`config.mk`:
```
export PLATFORM = sky130hd
export DESIGN_NAME = snd_board
export DESIGN_NICKNAME = d
export VERILOG_FILES = /design/src/snd_pkg.sv /design/src/snd_adpcm_player.sv /design/src/snd_board.sv /design/src/snd_bus_decode.sv /design/src/snd_frac_cen.sv /design/src/snd_mixer.sv
export VERILOG_INCLUDE_DIRS = /design/src /design/src/src
export SDC_FILE = /design/constraint.sdc
export NUM_CORES = 1
export LEC_CHECK = 0
export BUFFER_PORTS_ARGS = -buffer_cell sky130_fd_sc_hd__buf_2
export CAP_MARGIN = 20
export CORE_UTILIZATION = 25
export CTS_CLUSTER_SIZE = 24
export DETAILED_ROUTE_END_ITERATION = 8
export PLACE_DENSITY = 0.47
export SYNTH_ARGS = -nofsm -noshare
export SYNTH_HDL_FRONTEND = slang
export SYNTH_SLANG_ARGS = --single-unit
```
`constraint.sdc`:
```
create_clock -name clk -period 7.03 [get_ports clk]
set_input_delay 0.3515 -clock clk [delete_from_list [all_inputs] [get_ports clk]]
set_output_delay 0.3515 -clock clk [all_outputs]
set_load 0.02 [all_outputs]
```
`src/snd_defs.svh`:
```
// Sound board parameters
`ifndef SND_DEFS_SVH
`define SND_DEFS_SVH

`define SND_AW 16   // CPU address bus
`define PCM_AW 17   // Sample ROM address bus
`define PCM_SW 9    // Signed ADPCM output
`define SND_OW 16   // Mixed output

`define CEN_N 2     // ADPCM enable is CEN_N/CEN_M of clk
`define CEN_M 75

`define GAIN_FM  16 // Mixer gains, sum is shifted right by 4
`define GAIN_PCM 96

// Region codes on address bits 14..12 of the upper half
`define MAP_RAM    3'd0
`define MAP_PLAY   3'd1
`define MAP_PLATCH 3'd2
`define MAP_BUSY   3'd3
`define MAP_PRST   3'd4
`define MAP_LATCH  3'd5
`define MAP_FM     3'd6
`endif

```
`src/snd_pkg.sv`:
```
// Sound board types
`include "snd_defs.svh"

package snd_pkg;

    typedef logic [`SND_AW-1:0]        cpu_addr_t;
    typedef logic [7:0]                cpu_data_t;
    typedef logic [`PCM_AW-1:0]        pcm_addr_t;
    typedef logic signed [`PCM_SW-1:0] pcm_sample_t;
    typedef logic signed [`SND_OW-1:0] snd_sample_t;

    // CPU side of the board as driven by the sound CPU
    typedef struct packed {
        cpu_addr_t addr;
        cpu_data_t wdata;
        logic      mreq;
        logic      rd;
        logic      wr;      // One-cycle strobe
        logic      irq_ack; // One-cycle pulse
    } snd_bus_t;

    typedef struct packed {
        cpu_data_t phrase;
        logic      play_start; // One-cycle pulse
        logic      hold_rst;   // Level that holds the player in idle
    } pcm_ctrl_t;

    typedef enum logic [2:0] {
        st_idle, st_fetch_len, st_fetch_data, st_decode_hi, st_decode_lo
    } adpcm_state_t;

endpackage

```
`src/snd_adpcm_player.sv`:
```
// ADPCM phrase player
`timescale 1ns/1ps
`include "snd_defs.svh"

module snd_adpcm_player (
    input  logic                 clk,
    input  logic                 rst,
    input  logic                 cen_pcm,
    input  snd_pkg::pcm_ctrl_t   pcm_ctrl,
    output logic                 busy,
    output logic                 pcm_cs,
    output snd_pkg::pcm_addr_t   pcm_addr,
    input  snd_pkg::cpu_data_t   pcm_data,
    input  logic                 pcm_ok,
    output snd_pkg::pcm_sample_t sound
);

    snd_pkg::adpcm_state_t state;
    snd_pkg::cpu_data_t    count;     // Data bytes still to fetch
    snd_pkg::cpu_data_t    data_byte;
    logic                  tick_pend; // Tick seen while fetching
    logic [3:0]            idx;
    logic [3:0]            nib;
    logic [3:0]            idx_next;
    logic [7:0]            step;
    logic [11:0]           delta;
    logic signed [11:0]    acc;
    snd_pkg::pcm_sample_t  sound_next;
    logic                  start;
    logic                  fetch_ok;
    logic                  decode_now;

    function automatic logic [7:0] step_of(input logic [3:0] i);
        case (i)
            4'd0:    step_of = 8'd1;
            4'd1:    step_of = 8'd2;
            4'd2:    step_of = 8'd3;
            4'd3:    step_of = 8'd4;
            4'd4:    step_of = 8'd6;
            4'd5:    step_of = 8'd8;
            4'd6:    step_of = 8'd11;
            4'd7:    step_of = 8'd16;
            4'd8:    step_of = 8'd22;
            4'd9:    step_of = 8'd32;
            4'd10:   step_of = 8'd45;
            4'd11:   step_of = 8'd64;
            4'd12:   step_of = 8'd90;
            4'd13:   step_of = 8'd128;
            4'd14:   step_of = 8'd181;
            default: step_of = 8'd255;
        endcase
    endfunction

    assign start      = pcm_ctrl.play_start && !pcm_ctrl.hold_rst;
    assign fetch_ok   = pcm_cs && pcm_ok && !pcm_ctrl.hold_rst && !pcm_ctrl.play_start;
    assign decode_now = (state == snd_pkg::st_decode_hi || state == snd_pkg::st_decode_lo)
                        && (cen_pcm || tick_pend) && !pcm_ctrl.hold_rst && !pcm_ctrl.play_start;
    assign busy       = state != snd_pkg::st_idle && !pcm_ctrl.hold_rst;

    // Nibble decode, high nibble first
    always_comb begin
        nib   = (state == snd_pkg::st_decode_hi) ? data_byte[7:4] : data_byte[3:0];
        step  = step_of(idx);
        delta = (12'(step) * 12'({nib[2:0], 1'b1})) >> 3;
        acc   = nib[3] ? 12'(sound) - $signed(delta) : 12'(sound) + $signed(delta);
        if (acc > 12'sd255) begin
            sound_next = 9'sd255;
        end else if (acc < -12'sd255) begin
            sound_next = -9'sd255;
        end else begin
            sound_next = acc[8:0];
        end
        if (nib[2:0] < 3'd4) begin
            idx_next = (idx == 4'd0) ? 4'd0 : idx - 4'd1;
        end else begin
            idx_next = (idx > 4'd13) ? 4'd15 : idx + 4'd2;
        end
    end

    always_ff @(posedge clk, posedge rst) begin
        if (rst) begin
            state     <= snd_pkg::st_idle;
            pcm_cs    <= 1'b0;
            tick_pend <= 1'b0;
        end else if (pcm_ctrl.hold_rst) begin
            state     <= snd_pkg::st_idle; // Drops any pending fetch
            pcm_cs    <= 1'b0;
            tick_pend <= 1'b0;
        end else if (pcm_ctrl.play_start) begin
            state     <= snd_pkg::st_fetch_len;
            pcm_cs    <= 1'b0;  // Low for a cycle while the address reloads
            tick_pend <= 1'b0;
        end else begin
            case (state)
                snd_pkg::st_fetch_len, snd_pkg::st_fetch_data: begin
                    if (cen_pcm) begin
                        tick_pend <= 1'b1;
                    end
                    if (!pcm_cs) begin
                        pcm_cs <= 1'b1;
                    end else if (pcm_ok) begin
                        pcm_cs <= 1'b0;
                        if (state == snd_pkg::st_fetch_data) begin
                            state <= snd_pkg::st_decode_hi;
                        end else if (pcm_data == 8'd0) begin
                            state <= snd_pkg::st_idle; // Empty phrase
                        end else begin
                            state <= snd_pkg::st_fetch_data;
                        end
                    end
                end
                snd_pkg::st_decode_hi: begin
                    if (decode_now) begin
                        tick_pend <= 1'b0;
                        state     <= snd_pkg::st_decode_lo;
                    end
                end
                snd_pkg::st_decode_lo: begin
                    if (decode_now) begin
                        state <= (count == 8'd0) ? snd_pkg::st_idle : snd_pkg::st_fetch_data;
                    end
                end
                default: ;
            endcase
        end
    end

    // Address, length and data byte
    always_ff @(posedge clk) begin
        if (start) begin
            pcm_addr <= {pcm_ctrl.phrase, {(`PCM_AW-8){1'b0}}};
        end else if (fetch_ok) begin
            pcm_addr  <= pcm_addr + 1'b1;
            data_byte <= pcm_data;
            if (state == snd_pkg::st_fetch_len) begin
                count <= pcm_data;
            end else begin
                count <= count - 8'd1;
            end
        end
    end

    always_ff @(posedge clk, posedge rst) begin
        if (rst) begin
            sound <= '0;
            idx   <= 4'd0;
        end else if (pcm_ctrl.hold_rst || pcm_ctrl.play_start) begin
            sound <= '0;
            idx   <= 4'd0;
        end else if (decode_now) begin
            sound <= sound_next;
            idx   <= idx_next;
        end else if (state == snd_pkg::st_idle && cen_pcm) begin
            sound <= '0; // Last sample kept until the next tick
        end
    end

endmodule

```
`src/snd_board.sv`:
```
// Arcade sound board
`timescale 1ns/1ps
`include "snd_defs.svh"

module snd_board (
    input  logic                 clk,
    input  logic                 rst,
    input  snd_pkg::snd_bus_t    bus,
    input  logic                 snd_irq,
    input  snd_pkg::cpu_data_t   snd_latch,
    input  snd_pkg::cpu_data_t   rom_data,
    input  logic                 rom_ok,
    input  snd_pkg::cpu_data_t   fm_dout,
    input  snd_pkg::snd_sample_t fm_snd,
    output snd_pkg::cpu_data_t   cpu_din,
    output logic                 cpu_wait_n,
    output logic                 rom_cs,
    output logic [`SND_AW-2:0]   rom_addr,
    output logic                 ram_cs,
    output logic                 fm_cs,
    output logic                 int_n,
    output logic                 pcm_cs,
    output snd_pkg::pcm_addr_t   pcm_addr,
    input  snd_pkg::cpu_data_t   pcm_data,
    input  logic                 pcm_ok,
    output snd_pkg::snd_sample_t snd_left,
    output snd_pkg::snd_sample_t snd_right,
    output logic                 sample
);

    snd_pkg::pcm_ctrl_t   pcm_ctrl;
    snd_pkg::pcm_sample_t pcm_snd;
    logic                 busy;
    logic                 cen_pcm;

    assign cpu_wait_n = rom_ok; // CPU stalls until the ROM answers

    snd_bus_decode decode_i (
        .clk, .rst, .bus, .snd_irq, .snd_latch, .rom_data, .fm_dout, .busy,
        .cpu_din, .rom_cs, .rom_addr, .ram_cs, .fm_cs, .int_n, .pcm_ctrl
    );

    snd_frac_cen cen_i (
        .clk, .rst, .cen_pcm
    );

    snd_adpcm_player player_i (
        .clk, .rst, .cen_pcm, .pcm_ctrl, .busy,
        .pcm_cs, .pcm_addr, .pcm_data, .pcm_ok,
        .sound (pcm_snd)
    );

    snd_mixer mixer_i (
        .clk, .rst, .cen_pcm, .fm_snd, .pcm_snd,
        .snd_left, .snd_right, .sample
    );

endmodule

```
`src/snd_bus_decode.sv`:
```
// Sound CPU address decoder
`timescale 1ns/1ps
`include "snd_defs.svh"

module snd_bus_decode (
    input  logic               clk,
    input  logic               rst,
    input  snd_pkg::snd_bus_t  bus,
    input  logic               snd_irq,
    input  snd_pkg::cpu_data_t snd_latch,
    input  snd_pkg::cpu_data_t rom_data,
    input  snd_pkg::cpu_data_t fm_dout,
    input  logic               busy,
    output snd_pkg::cpu_data_t cpu_din,
    output logic               rom_cs,
    output logic [`SND_AW-2:0] rom_addr,
    output logic               ram_cs,
    output logic               fm_cs,
    output logic               int_n,
    output snd_pkg::pcm_ctrl_t pcm_ctrl
);

    logic       upper;
    logic [2:0] region;
    logic       play_cs;
    logic       platch_cs;
    logic       busy_cs;
    logic       prst_cs;
    logic       latch_cs;
    logic       irq_last;
    logic       irq_q;

    assign rom_addr = bus.addr[`SND_AW-2:0];
    assign region   = bus.addr[14:12];
    assign upper    = bus.mreq && bus.addr[`SND_AW-1]; // 8000h and up

    always_comb begin
        rom_cs    = bus.mreq && !bus.addr[`SND_AW-1] && bus.rd;
        ram_cs    = upper && region == `MAP_RAM;
        play_cs   = upper && region == `MAP_PLAY;
        platch_cs = upper && region == `MAP_PLATCH;
        busy_cs   = upper && region == `MAP_BUSY;
        prst_cs   = upper && region == `MAP_PRST;
        latch_cs  = upper && region == `MAP_LATCH;
        fm_cs     = upper && region == `MAP_FM;
    end

    // Read data back to the CPU
    always_comb begin
        if (rom_cs) begin
            cpu_din = rom_data;
        end else if (latch_cs) begin
            cpu_din = snd_latch;
        end else if (fm_cs) begin
            cpu_din = fm_dout;
        end else if (busy_cs) begin
            cpu_din = {7'd0, ~busy}; // Bit 0 high when the player is free
        end else begin
            cpu_din = 8'hff;          // RAM contents are outside the board
        end
    end

    // ADPCM control registers
    always_ff @(posedge clk, posedge rst) begin
        if (rst) begin
            pcm_ctrl.phrase     <= 8'd0;
            pcm_ctrl.play_start <= 1'b0;
            pcm_ctrl.hold_rst   <= 1'b1;
        end else begin
            pcm_ctrl.play_start <= 1'b0;
            if (bus.wr) begin
                if (platch_cs) begin
                    pcm_ctrl.phrase <= bus.wdata;
                end
                if (play_cs) begin
                    pcm_ctrl.play_start <= ~bus.wdata[1]; // Start is active low
                end
                if (prst_cs) begin
                    pcm_ctrl.hold_rst <= ~bus.wdata[0];
                end
            end
        end
    end

    // Interrupt set by a rising edge of snd_irq, cleared by acknowledge
    always_ff @(posedge clk, posedge rst) begin
        if (rst) begin
            irq_last <= 1'b0;
            irq_q    <= 1'b0;
        end else begin
            irq_last <= snd_irq;
            if (snd_irq && !irq_last) begin
                irq_q <= 1'b1;  // New edge wins over a late ack
            end else if (bus.irq_ack) begin
                irq_q <= 1'b0;
            end
        end
    end

    assign int_n = ~irq_q;

endmodule

```
`src/snd_frac_cen.sv`:
```
// Fractional clock enable
`timescale 1ns/1ps
`include "snd_defs.svh"

module snd_frac_cen (
    input  logic clk,
    input  logic rst,
    output logic cen_pcm
);

    localparam int aw = $clog2(`CEN_M + `CEN_N);

    logic [aw-1:0] acc;
    logic [aw-1:0] acc_sum;

    assign acc_sum = acc + aw'(`CEN_N);

    // Pulse spacing is either floor or ceil of CEN_M/CEN_N
    always_ff @(posedge clk, posedge rst) begin
        if (rst) begin
            acc     <= '0;
            cen_pcm <= 1'b0;
        end else begin
            if (acc_sum >= aw'(`CEN_M)) begin
                acc     <= acc_sum - aw'(`CEN_M);
                cen_pcm <= 1'b1;
            end else begin
                acc     <= acc_sum;
                cen_pcm <= 1'b0;
            end
        end
    end

endmodule

```
`src/snd_mixer.sv`:
```
// FM and ADPCM mixer
`timescale 1ns/1ps
`include "snd_defs.svh"

module snd_mixer (
    input  logic                 clk,
    input  logic                 rst,
    input  logic                 cen_pcm,
    input  snd_pkg::snd_sample_t fm_snd,
    input  snd_pkg::pcm_sample_t pcm_snd,
    output snd_pkg::snd_sample_t snd_left,
    output snd_pkg::snd_sample_t snd_right,
    output logic                 sample
);

    localparam int mw = 24;

    logic signed [mw-1:0] fm_term;
    logic signed [mw-1:0] pcm_term;
    logic signed [mw-1:0] mix_shr;
    snd_pkg::snd_sample_t mix_sat;

    always_comb begin
        fm_term  = mw'(fm_snd * `GAIN_FM);
        pcm_term = mw'(pcm_snd * `GAIN_PCM);
        mix_shr  = (fm_term + pcm_term) >>> 4;
        if (mix_shr > mw'(32767)) begin
            mix_sat = 16'sh7fff;
        end else if (mix_shr < -mw'(32768)) begin
            mix_sat = 16'sh8000;
        end else begin
            mix_sat = mix_shr[`SND_OW-1:0];
        end
    end

    always_ff @(posedge clk, posedge rst) begin
        if (rst) begin
            snd_left <= '0;
            sample   <= 1'b0;
        end else begin
            sample <= cen_pcm; // Marks the cycle the new value shows
            if (cen_pcm) begin
                snd_left <= mix_sat;
            end
        end
    end

    assign snd_right = snd_left; // Mono board

endmodule

```
==> flow_results.xml, run 1 <==
<?xml version="1.0" encoding="UTF-8"?>
<metrics>
  <group name="status">
    <metric name="outcome" unit="">complete, no violations</metric>
  </group>
  <group name="grt">
    <metric name="first_pass_grt_wire_length" unit="microns">32100</metric>
    <metric name="overflow" unit="">0</metric>
    <metric name="grt_start_max_net_pins" unit="">56</metric>
    <metric name="initial_antenna_violation_count" unit="">1</metric>
    <metric name="groute.usage.overall" unit="%">12.6</metric>
    <metric name="grt_pass1_vias" unit="">6574</metric>
  </group>
  <group name="setup_path">
    <metric name="timing.critical_path.to" unit="">player_i.sound[4]</metric>
    <metric name="critical_path_peak_fanout" unit="">6</metric>
    <metric name="critPathKind" unit="">reg2reg</metric>
    <metric name="arrival" unit="ps">6940</metric>
    <metric name="timing.rr.end" unit="">player_i.sound[4]</metric>
    <metric name="critPathMaxStageDelay" unit="ps">510</metric>
    <metric name="r2r_setup_slk" unit="ps">320</metric>
    <metric name="worstSetupEndpointType" unit="">flip-flop</metric>
    <metric name="timing.critical_path.from" unit="">player_i.idx[0]</metric>
    <metric name="timing.critical_path.mode_cell" unit="">sky130_fd_sc_hd__ha_1</metric>
    <metric name="r2r_path_start" unit="">player_i.idx[0]</metric>
    <metric name="worstSetupStartpointType" unit="">flip-flop</metric>
    <metric name="worst_ep_required_time" unit="ps">7260</metric>
    <metric name="slowest_stage" unit="">sky130_fd_sc_hd__fa_1</metric>
    <metric name="timing.reg2reg.worst_path_depth" unit="">25</metric>
  </group>
  <group name="routing">
    <metric name="totalWireLength" unit="microns">19200</metric>
    <metric name="num_vias" unit="">6618</metric>
    <metric name="drt_first_pass_iters" unit="">4</metric>
    <metric name="post-route-drc-count" unit="">0</metric>
    <metric name="drt.antenna.violating_nets" unit="">0</metric>
    <metric name="initialDrtViolationCount" unit="">277</metric>
    <metric name="detail_route.wl_per_cell" unit="microns">13.7</metric>
    <metric name="vias_per_cell" unit="">4.72</metric>
  </group>
  <group name="power_and_ir_drop">
    <metric name="pwr-share-seq" unit="%">35.7</metric>
    <metric name="powerDensity" unit="mW/mm^2">201</metric>
    <metric name="cell_internal_power" unit="W">0.00115</metric>
    <metric name="power.combinational.fraction" unit="%">36.6</metric>
    <metric name="power.static_leakage" unit="nW">4.26</metric>
    <metric name="pwr-share-clk" unit="%">27.7</metric>
    <metric name="p_sw" unit="W">0.000681</metric>
    <metric name="irDropWorstVdd" unit="mV">0.152</metric>
    <metric name="sw_share" unit="%">37.1</metric>
  </group>
  <group name="worst_hold_path">
    <metric name="worstHoldPathType" unit="">in2reg</metric>
  </group>
  <group name="timing">
    <metric name="timing.final.crit_period" unit="ps">6710</metric>
    <metric name="setup-violations-final" unit="">0</metric>
    <metric name="layout_setup_ws" unit="ps">321</metric>
    <metric name="fin_crit_sh" unit="%">95.4</metric>
    <metric name="worst-slew-pin-transition" unit="ps">1020</metric>
    <metric name="fmax" unit="GHz">0.149</metric>
    <metric name="hold_violations" unit="">0</metric>
    <metric name="maxSlewViolCount" unit="">0</metric>
    <metric name="max-slew-margin-rel" unit="%">32.1</metric>
    <metric name="clock_skews" unit="ps">13.7</metric>
  </group>
  <group name="place">
    <metric name="dp.cells" unit="">1383</metric>
    <metric name="place.port_buffers" unit="">133</metric>
    <metric name="placer_congestion_estimate" unit="">0.861</metric>
    <metric name="placed_cell_area" unit="sq mm">0.00870</metric>
    <metric name="placement.setup.worst_slack" unit="ps">244</metric>
    <metric name="dp_hpwl" unit="microns">15200</metric>
  </group>
  <group name="synthesis">
    <metric name="dominant_combinational_cell_family_by_area_after_synthesis" unit="">compound AO/OA/AOI/OAI gates</metric>
    <metric name="synthMuxAreaShare" unit="%">2.41</metric>
    <metric name="yosysWarnings" unit="">0</metric>
    <metric name="ys_async_sr_fraction" unit="%">62.5</metric>
    <metric name="number_of_synthesized_flops_with_an_enable_pin" unit="">24</metric>
    <metric name="synth-compound-area-share" unit="%">20.6</metric>
    <metric name="syn_nets" unit="">1051</metric>
    <metric name="yosys-top-cells-area" unit="">sky130_fd_sc_hd__dfrtp_1, sky130_fd_sc_hd__ha_1, sky130_fd_sc_hd__edfxtp_1, sky130_fd_sc_hd__xnor2_1, sky130_fd_sc_hd__a21oi_1</metric>
    <metric name="synth_seq_area_share" unit="%">29.8</metric>
    <metric name="avgSynthCellArea" unit="sq um">8.64</metric>
    <metric name="synth_cell_type_count" unit="">78</metric>
    <metric name="synth_xor_area_share" unit="%">7.10</metric>
    <metric name="synth-adder-area-share" unit="%">15.6</metric>
    <metric name="synth.top_cell.area_share" unit="%">17.7</metric>
    <metric name="yosysMostFrequentCell" unit="">sky130_fd_sc_hd__nor2_1</metric>
    <metric name="area_share_of_and_or_nand_nor_cells_after_synthesis" unit="%">16.8</metric>
    <metric name="synth_area_leader_cell" unit="">sky130_fd_sc_hd__dfrtp_1</metric>
    <metric name="ys_seq_elements" unit="">88</metric>
    <metric name="syn_area" unit="sq mm">0.00765</metric>
    <metric name="ys.flop_type" unit="">sky130_fd_sc_hd__dfrtp_1</metric>
    <metric name="synth_commonest_cells" unit="">sky130_fd_sc_hd__nor2_1, sky130_fd_sc_hd__ha_1, sky130_fd_sc_hd__inv_1</metric>
    <metric name="synthesis.instances" unit="">885</metric>
  </group>
  <group name="clock_tree">
    <metric name="worstSkewPairLatency" unit="ps">360</metric>
    <metric name="cts_inserted_buffers" unit="">9</metric>
    <metric name="root_cell_of_the_clock_tree" unit="">sky130_fd_sc_hd__clkbuf_16</metric>
    <metric name="cts_tree" unit="">done</metric>
    <metric name="cts_sinks" unit="">88</metric>
    <metric name="cts_max_level" unit="">3</metric>
    <metric name="hold_buffers" unit="">0</metric>
    <metric name="clock_tree.buffer_depth" unit="">2</metric>
    <metric name="cts.clk_slew.worst_paths" unit="ps">80</metric>
  </group>
  <group name="floorplanning">
    <metric name="core-area" unit="sq mm">0.0299</metric>
    <metric name="floorplan.die_area" unit="sq mm">0.0313</metric>
    <metric name="chip_width" unit="microns">177</metric>
    <metric name="fp.dieH" unit="microns">177</metric>
    <metric name="rows" unit="">63</metric>
    <metric name="count_of_boundary_i_o_pins" unit="">160</metric>
    <metric name="floorplan.initialDensity" unit="%">25.6</metric>
  </group>
  <group name="finish">
    <metric name="n_antenna_cell" unit="">0</metric>
    <metric name="final-instance-count-excl-fill" unit="">1402</metric>
    <metric name="syn2layout_area_growth" unit="%">19.3</metric>
    <metric name="design_area" unit="sq mm">0.00912</metric>
    <metric name="drive_gt1_share" unit="%">22.1</metric>
    <metric name="final_nets" unit="">1173</metric>
  </group>
  <group name="flow_run">
    <metric name="max_cap_violations" unit="">0</metric>
  </group>
</metrics>
## cells in the final DEF, fill, tap and decap left out, types with 4 or more instances in the layout
master,Yosys,layout
sky130_fd_sc_hd__o21ai_1,5,5
sky130_fd_sc_hd__a21oi_1,65,62
sky130_fd_sc_hd__buf_2,2,134
sky130_fd_sc_hd__nand2_1,62,61
sky130_fd_sc_hd__nor4_1,8,8
sky130_fd_sc_hd__nor2b_1,10,10
sky130_fd_sc_hd__xor2_1,23,23
sky130_fd_sc_hd__xnor2_1,39,37
sky130_fd_sc_hd__nand4_1,7,7
sky130_fd_sc_hd__clkbuf_16,0,9
sky130_fd_sc_hd__nand3_1,23,23
sky130_fd_sc_hd__nor3_1,13,13
sky130_fd_sc_hd__buf_4,32,33
sky130_fd_sc_hd__o21a_1,15,14
sky130_fd_sc_hd__dfrtp_1,54,54
sky130_fd_sc_hd__nor3b_1,5,5
sky130_fd_sc_hd__fa_1,15,14
sky130_fd_sc_hd__edfxtp_1,24,24
sky130_fd_sc_hd__mux2i_1,6,6
sky130_fd_sc_hd__or3_1,8,8
sky130_fd_sc_hd__nand2b_1,11,11
sky130_fd_sc_hd__o21bai_1,4,4
sky130_fd_sc_hd__nor2_1,78,78
sky130_fd_sc_hd__and2_1,9,8
sky130_fd_sc_hd__ha_1,70,70
sky130_fd_sc_hd__inv_1,67,66
sky130_fd_sc_hd__a221o_1,5,5
sky130_fd_sc_hd__and3_1,12,12
sky130_fd_sc_hd__dfxtp_1,9,9
sky130_fd_sc_hd__o22ai_1,19,19
sky130_fd_sc_hd__mux2_2,10,10
sky130_fd_sc_hd__a21o_1,11,11
sky130_fd_sc_hd__o211ai_1,5,5
sky130_fd_sc_hd__o21ai_0,64,63
sky130_fd_sc_hd__o31ai_1,10,10
sky130_fd_sc_hd__or2_2,4,4
## power groups by stage
stage	sequential, W	combinational [W]	clock [W]
after global placement	0.000665	0.000654	0
after floorplan	0.000692	0.000444	0
after global routing	0.000665	0.000754	0.000544
after detailed placement	0.000666	0.000656	0
final	0.000655	0.000672	0.000508
after CTS	0.000656	0.000659	0.000526
## cell families (layout without fill, tap and decap cells)
group,after synthesis,count (layout)
buf+inv,124,251
xor+xnor,62,62
mux,17,17
fa+ha+maj,87,87
flops,88,88
compound gates,246,246
simple gates,261,261
## registers in the layout, indices dropped and copies added (netlist names)
name,cells
cen_i.acc,7
cen_i.cen_pcm,1
decode_i.irq_last,1
decode_i.irq_q,1
decode_i.pcm_ctrl,10
mixer_i.sample,1
mixer_i.snd_left,16
player_i.count,8
player_i.data_byte,8
player_i.idx,4
player_i.pcm_addr,17
player_i.pcm_cs,1
player_i.sound,9
player_i.state,3
player_i.tick_pend,1
## worst max-delay path: cells and delay by family, from the launching register on
kind	cells	cell delay, ps
DFF	1	340
buffers and inverters	2	110
adders and majority gates	5	1870
and+or+nand+nor	8	1800
xor gates and xnor gates	1	150
AOI/OAI and AO/OA	9	2340
## routing by layer
metal  wire, microns  track usage [%]  part of all wire [%]
met4             265             3.16                   1.4
met2            9340             22.2                    49
met3             756             2.45                   3.9
met1            8810             15.7                    46
met5              13                0                 0.068
## worst min path at each step
stage	slack (ps)	from	depth (start not counted)	end
after global placement	410	decode_i.irq_last	1	decode_i.irq_q
after CTS	100	snd_irq	1	decode_i.irq_last
after detailed placement	420	decode_i.irq_last	1	decode_i.irq_q
after floorplan	380	snd_irq	0	decode_i.irq_last
final	110	snd_irq	1	decode_i.irq_last
after global routing	100	snd_irq	1	decode_i.irq_last
## timing repair
item	in CTS	in global routing
buffers inserted	0	2
setup endpoints to repair	0	9
resized for setup	0	20
## stage by stage
step | hold slack [ps] | TNS (ps) | power, W | util, %
global route | 105 | -44.8 | 0.00196 | 30.5
CTS | 95.9 | 0 | 0.00184 | 30.1
detailed placement | 425 | 0 | 0.00132 | 29.1
finish | 112 | 0 | 0.00183 | 30.5
floorplan | 383 | 0 | 0.00114 | -
global placement | 414 | 0 | 0.00132 | 29.1
## layout make-up
type	count	area, sq um
fill	3169	20800
clock inverter	7	78.8
inverter	68	255
sequential	88	2280
multi-input combinational	673	4880
tap	390	488
timing repair buffer	167	918
clock buffer	9	225
Note: power is estimated with default switching activity, not from simulation.
==> run 2: changes to the inputs <==
--- a/config.mk
+++ b/config.mk
@@ -13,3 +13,3 @@
 export DETAILED_ROUTE_END_ITERATION = 8
-export PLACE_DENSITY = 0.47
+export PLACE_DENSITY = 0.49
 export SYNTH_ARGS = -nofsm -noshare
==> constraint.sdc (replaced) <==
create_clock -name clk -period 7.03 [get_ports clk]
set_input_delay 0.703 -clock clk [delete_from_list [all_inputs] [get_ports clk]]
set_output_delay 0.703 -clock clk [all_outputs]
set_load 0.02 [all_outputs]
==> run 2 against run 1 <==
Utilization decreased by 0.31 points. Die area did not move. First-iteration DRC count grew 8.3%. Non-clock buffer count is 4 lower. Critical path depth did not move. Clock-buffer cell count did not move. Register-to-register slack is essentially flat. Power is 1.2% lower. Critical path type unchanged. Wire length fell by 2.8%. Combinational power down 0.7%. Clock skew up 1.8 ps.
==> flow_results.xml, run 2 (synthesis gave the netlist of run 1 again) <==
<?xml version="1.0" encoding="UTF-8"?>
<metrics>
  <group name="timing">
    <metric name="fin_setup_tns" unit="ps">0</metric>
    <metric name="setup-violations-final" unit="">0</metric>
    <metric name="clock_skews" unit="ps">15.4</metric>
    <metric name="maxSlewViolCount" unit="">0</metric>
    <metric name="fin_crit_sh" unit="%">95.5</metric>
    <metric name="max-slew-margin-rel" unit="%">33.4</metric>
    <metric name="hold_violations" unit="">0</metric>
    <metric name="layout_setup_ws" unit="ps">313</metric>
    <metric name="fmax" unit="GHz">0.149</metric>
    <metric name="worst-slew-pin-transition" unit="ps">995</metric>
    <metric name="timing.final.crit_period" unit="ps">6720</metric>
  </group>
  <group name="grt">
    <metric name="grt_start_max_net_pins" unit="">56</metric>
    <metric name="grt_pass1_vias" unit="">6405</metric>
    <metric name="first_pass_grt_wire_length" unit="microns">31000</metric>
    <metric name="groute.usage.overall" unit="%">12.1</metric>
    <metric name="initial_antenna_violation_count" unit="">0</metric>
    <metric name="overflow" unit="">0</metric>
  </group>
  <group name="worst_hold_path">
    <metric name="worstHoldPathType" unit="">reg2reg</metric>
    <metric name="min-delay-start" unit="">decode_i.irq_last</metric>
  </group>
  <group name="clock_tree">
    <metric name="clock_tree.buffer_depth" unit="">2</metric>
    <metric name="root_cell_of_the_clock_tree" unit="">sky130_fd_sc_hd__clkbuf_16</metric>
    <metric name="cts_inserted_buffers" unit="">9</metric>
    <metric name="cts_sinks" unit="">88</metric>
    <metric name="cts_tree" unit="">done</metric>
    <metric name="cts.clk_slew.worst_paths" unit="ps">80</metric>
    <metric name="hold_buffers" unit="">0</metric>
    <metric name="cts_max_level" unit="">3</metric>
    <metric name="cts_setup_buffers" unit="">0</metric>
    <metric name="worstSkewPairLatency" unit="ps">350</metric>
    <metric name="post_cts_resize_count" unit="">0</metric>
  </group>
  <group name="finish">
    <metric name="design_area" unit="sq mm">0.00903</metric>
    <metric name="syn2layout_area_growth" unit="%">18.1</metric>
    <metric name="drive_gt1_share" unit="%">20.8</metric>
    <metric name="n_antenna_cell" unit="">0</metric>
    <metric name="final-instance-count-excl-fill" unit="">1398</metric>
    <metric name="final_nets" unit="">1169</metric>
    <metric name="fillerInstances" unit="">3203</metric>
    <metric name="most-common-layout-cells" unit="">sky130_fd_sc_hd__buf_2, sky130_fd_sc_hd__nor2_1, sky130_fd_sc_hd__ha_1, sky130_fd_sc_hd__inv_1</metric>
    <metric name="largest_reg_flops" unit="">17</metric>
    <metric name="top_reg_by_flops" unit="">player_i.pcm_addr</metric>
    <metric name="largestRegisters" unit="">player_i.pcm_addr (17), mixer_i.snd_left (16), decode_i.pcm_ctrl (10)</metric>
    <metric name="mostFrequentLayoutCell" unit="">sky130_fd_sc_hd__buf_2</metric>
  </group>
  <group name="place">
    <metric name="placer_congestion_estimate" unit="">0.825</metric>
    <metric name="placement.setup.worst_slack" unit="ps">242</metric>
    <metric name="dp_hpwl" unit="microns">14800</metric>
    <metric name="place.port_buffers" unit="">133</metric>
    <metric name="dp.cells" unit="">1381</metric>
    <metric name="placed_cell_area" unit="sq mm">0.00868</metric>
  </group>
  <group name="setup_path">
    <metric name="r2r_path_start" unit="">player_i.idx[0]</metric>
    <metric name="arrival" unit="ps">6940</metric>
    <metric name="timing.critical_path.to" unit="">player_i.sound[7]</metric>
    <metric name="timing.rr.end" unit="">player_i.sound[7]</metric>
    <metric name="worstSetupEndpointType" unit="">flip-flop</metric>
    <metric name="critical_path_peak_fanout" unit="">6</metric>
    <metric name="worstSetupStartpointType" unit="">flip-flop</metric>
    <metric name="timing.critical_path.from" unit="">player_i.idx[0]</metric>
    <metric name="r2r_setup_slk" unit="ps">310</metric>
    <metric name="critPathKind" unit="">reg2reg</metric>
    <metric name="timing.reg2reg.worst_path_depth" unit="">25</metric>
    <metric name="worst_ep_required_time" unit="ps">7260</metric>
  </group>
  <group name="power_and_ir_drop">
    <metric name="powerDensity" unit="mW/mm^2">201</metric>
    <metric name="irDropWorstVdd" unit="mV">0.107</metric>
    <metric name="power.static_leakage" unit="nW">4.21</metric>
  </group>
  <group name="floorplanning">
    <metric name="fp.dieH" unit="microns">177</metric>
    <metric name="rows" unit="">63</metric>
    <metric name="count_of_boundary_i_o_pins" unit="">160</metric>
    <metric name="floorplan.initialDensity" unit="%">25.6</metric>
    <metric name="core-area" unit="sq mm">0.0299</metric>
    <metric name="floorplan.die_area" unit="sq mm">0.0313</metric>
    <metric name="chip_width" unit="microns">177</metric>
  </group>
  <group name="routing">
    <metric name="post-route-drc-count" unit="">0</metric>
    <metric name="drt.antenna.violating_nets" unit="">0</metric>
    <metric name="initialDrtViolationCount" unit="">300</metric>
    <metric name="drt_first_pass_iters" unit="">6</metric>
    <metric name="num_vias" unit="">6673</metric>
    <metric name="vias_per_cell" unit="">4.77</metric>
    <metric name="totalWireLength" unit="microns">18700</metric>
    <metric name="detail_route.wl_per_cell" unit="microns">13.3</metric>
  </group>
  <group name="status">
    <metric name="outcome" unit="">complete, no violations</metric>
  </group>
  <group name="flow_run">
    <metric name="max_cap_violations" unit="">0</metric>
  </group>
</metrics>
==> run 2: worst min-delay path by stage <==
stage / endpoint / depth (start not counted)
after floorplan: decode_i.irq_q / 1
after global placement: decode_i.irq_q / 1
after detailed placement: decode_i.irq_q / 1
after CTS: decode_i.irq_q / 1
after global routing: decode_i.irq_q / 1
final: decode_i.irq_q / 1
==> run 2: routing by layer <==
metal,global-route usage (%),share of wire [%]
met3,2.51,4.0
met5,0,0
met1,15.1,46
met2,21.2,49
met4,3.02,1.2
==> run 2: report_power, final <==
group | leakage [nW] | internal (W) | switching (W)
Combinational | 3.08 | 0.000271 | 0.000396
Clock | 0.143 | 0.000251 | 0.000238
Sequential | 0.989 | 0.000599 | 0.0000561
==> run 2: area by class of cell <==
type / count / area [sq um] / area share (%)
multi-input combinational: 673 / 4820 / 53.4
sequential: 88 / 2280 / 25.2
timing repair buffer: 163 / 888 / 9.84
tap: 390 / 488 / 5.40
inverter: 68 / 255 / 2.83
clock buffer: 9 / 225 / 2.49
clock inverter: 7 / 72.6 / 0.804
==> run 2: worst max-delay path, stage by stage, from the launching register on <==
cell	delay (ps)
sky130_fd_sc_hd__dfrtp_1	350
sky130_fd_sc_hd__inv_1	50
sky130_fd_sc_hd__ha_1	310
sky130_fd_sc_hd__and2_1	160
sky130_fd_sc_hd__o21a_1	200
sky130_fd_sc_hd__or3_1	370
sky130_fd_sc_hd__fa_1	510
sky130_fd_sc_hd__inv_1	50
sky130_fd_sc_hd__fa_1	500
sky130_fd_sc_hd__fa_1	500
sky130_fd_sc_hd__a211oi_2	290
sky130_fd_sc_hd__o21bai_1	120
sky130_fd_sc_hd__a21oi_1	190
sky130_fd_sc_hd__xnor2_1	200
sky130_fd_sc_hd__and4b_1	250
sky130_fd_sc_hd__nor2_1	110
sky130_fd_sc_hd__xor2_1	80
sky130_fd_sc_hd__ha_1	200
sky130_fd_sc_hd__or3_1	390
sky130_fd_sc_hd__a311o_1	350
sky130_fd_sc_hd__a31o_1	230
sky130_fd_sc_hd__a21oi_1	180
sky130_fd_sc_hd__xnor2_1	170
sky130_fd_sc_hd__and4b_1	290
sky130_fd_sc_hd__o21a_1	260
sky130_fd_sc_hd__a221o_1	280
==> run 2: per-stage QoR <==
step	hold WS, ps	power [W]	utilization, %
finish	429	0.00181	30.2
CTS	434	0.00182	30.1
floorplan	410	0.00114	-
global placement	414	0.00132	29.1
global route	448	0.00194	30.2
detailed placement	424	0.00132	29.1
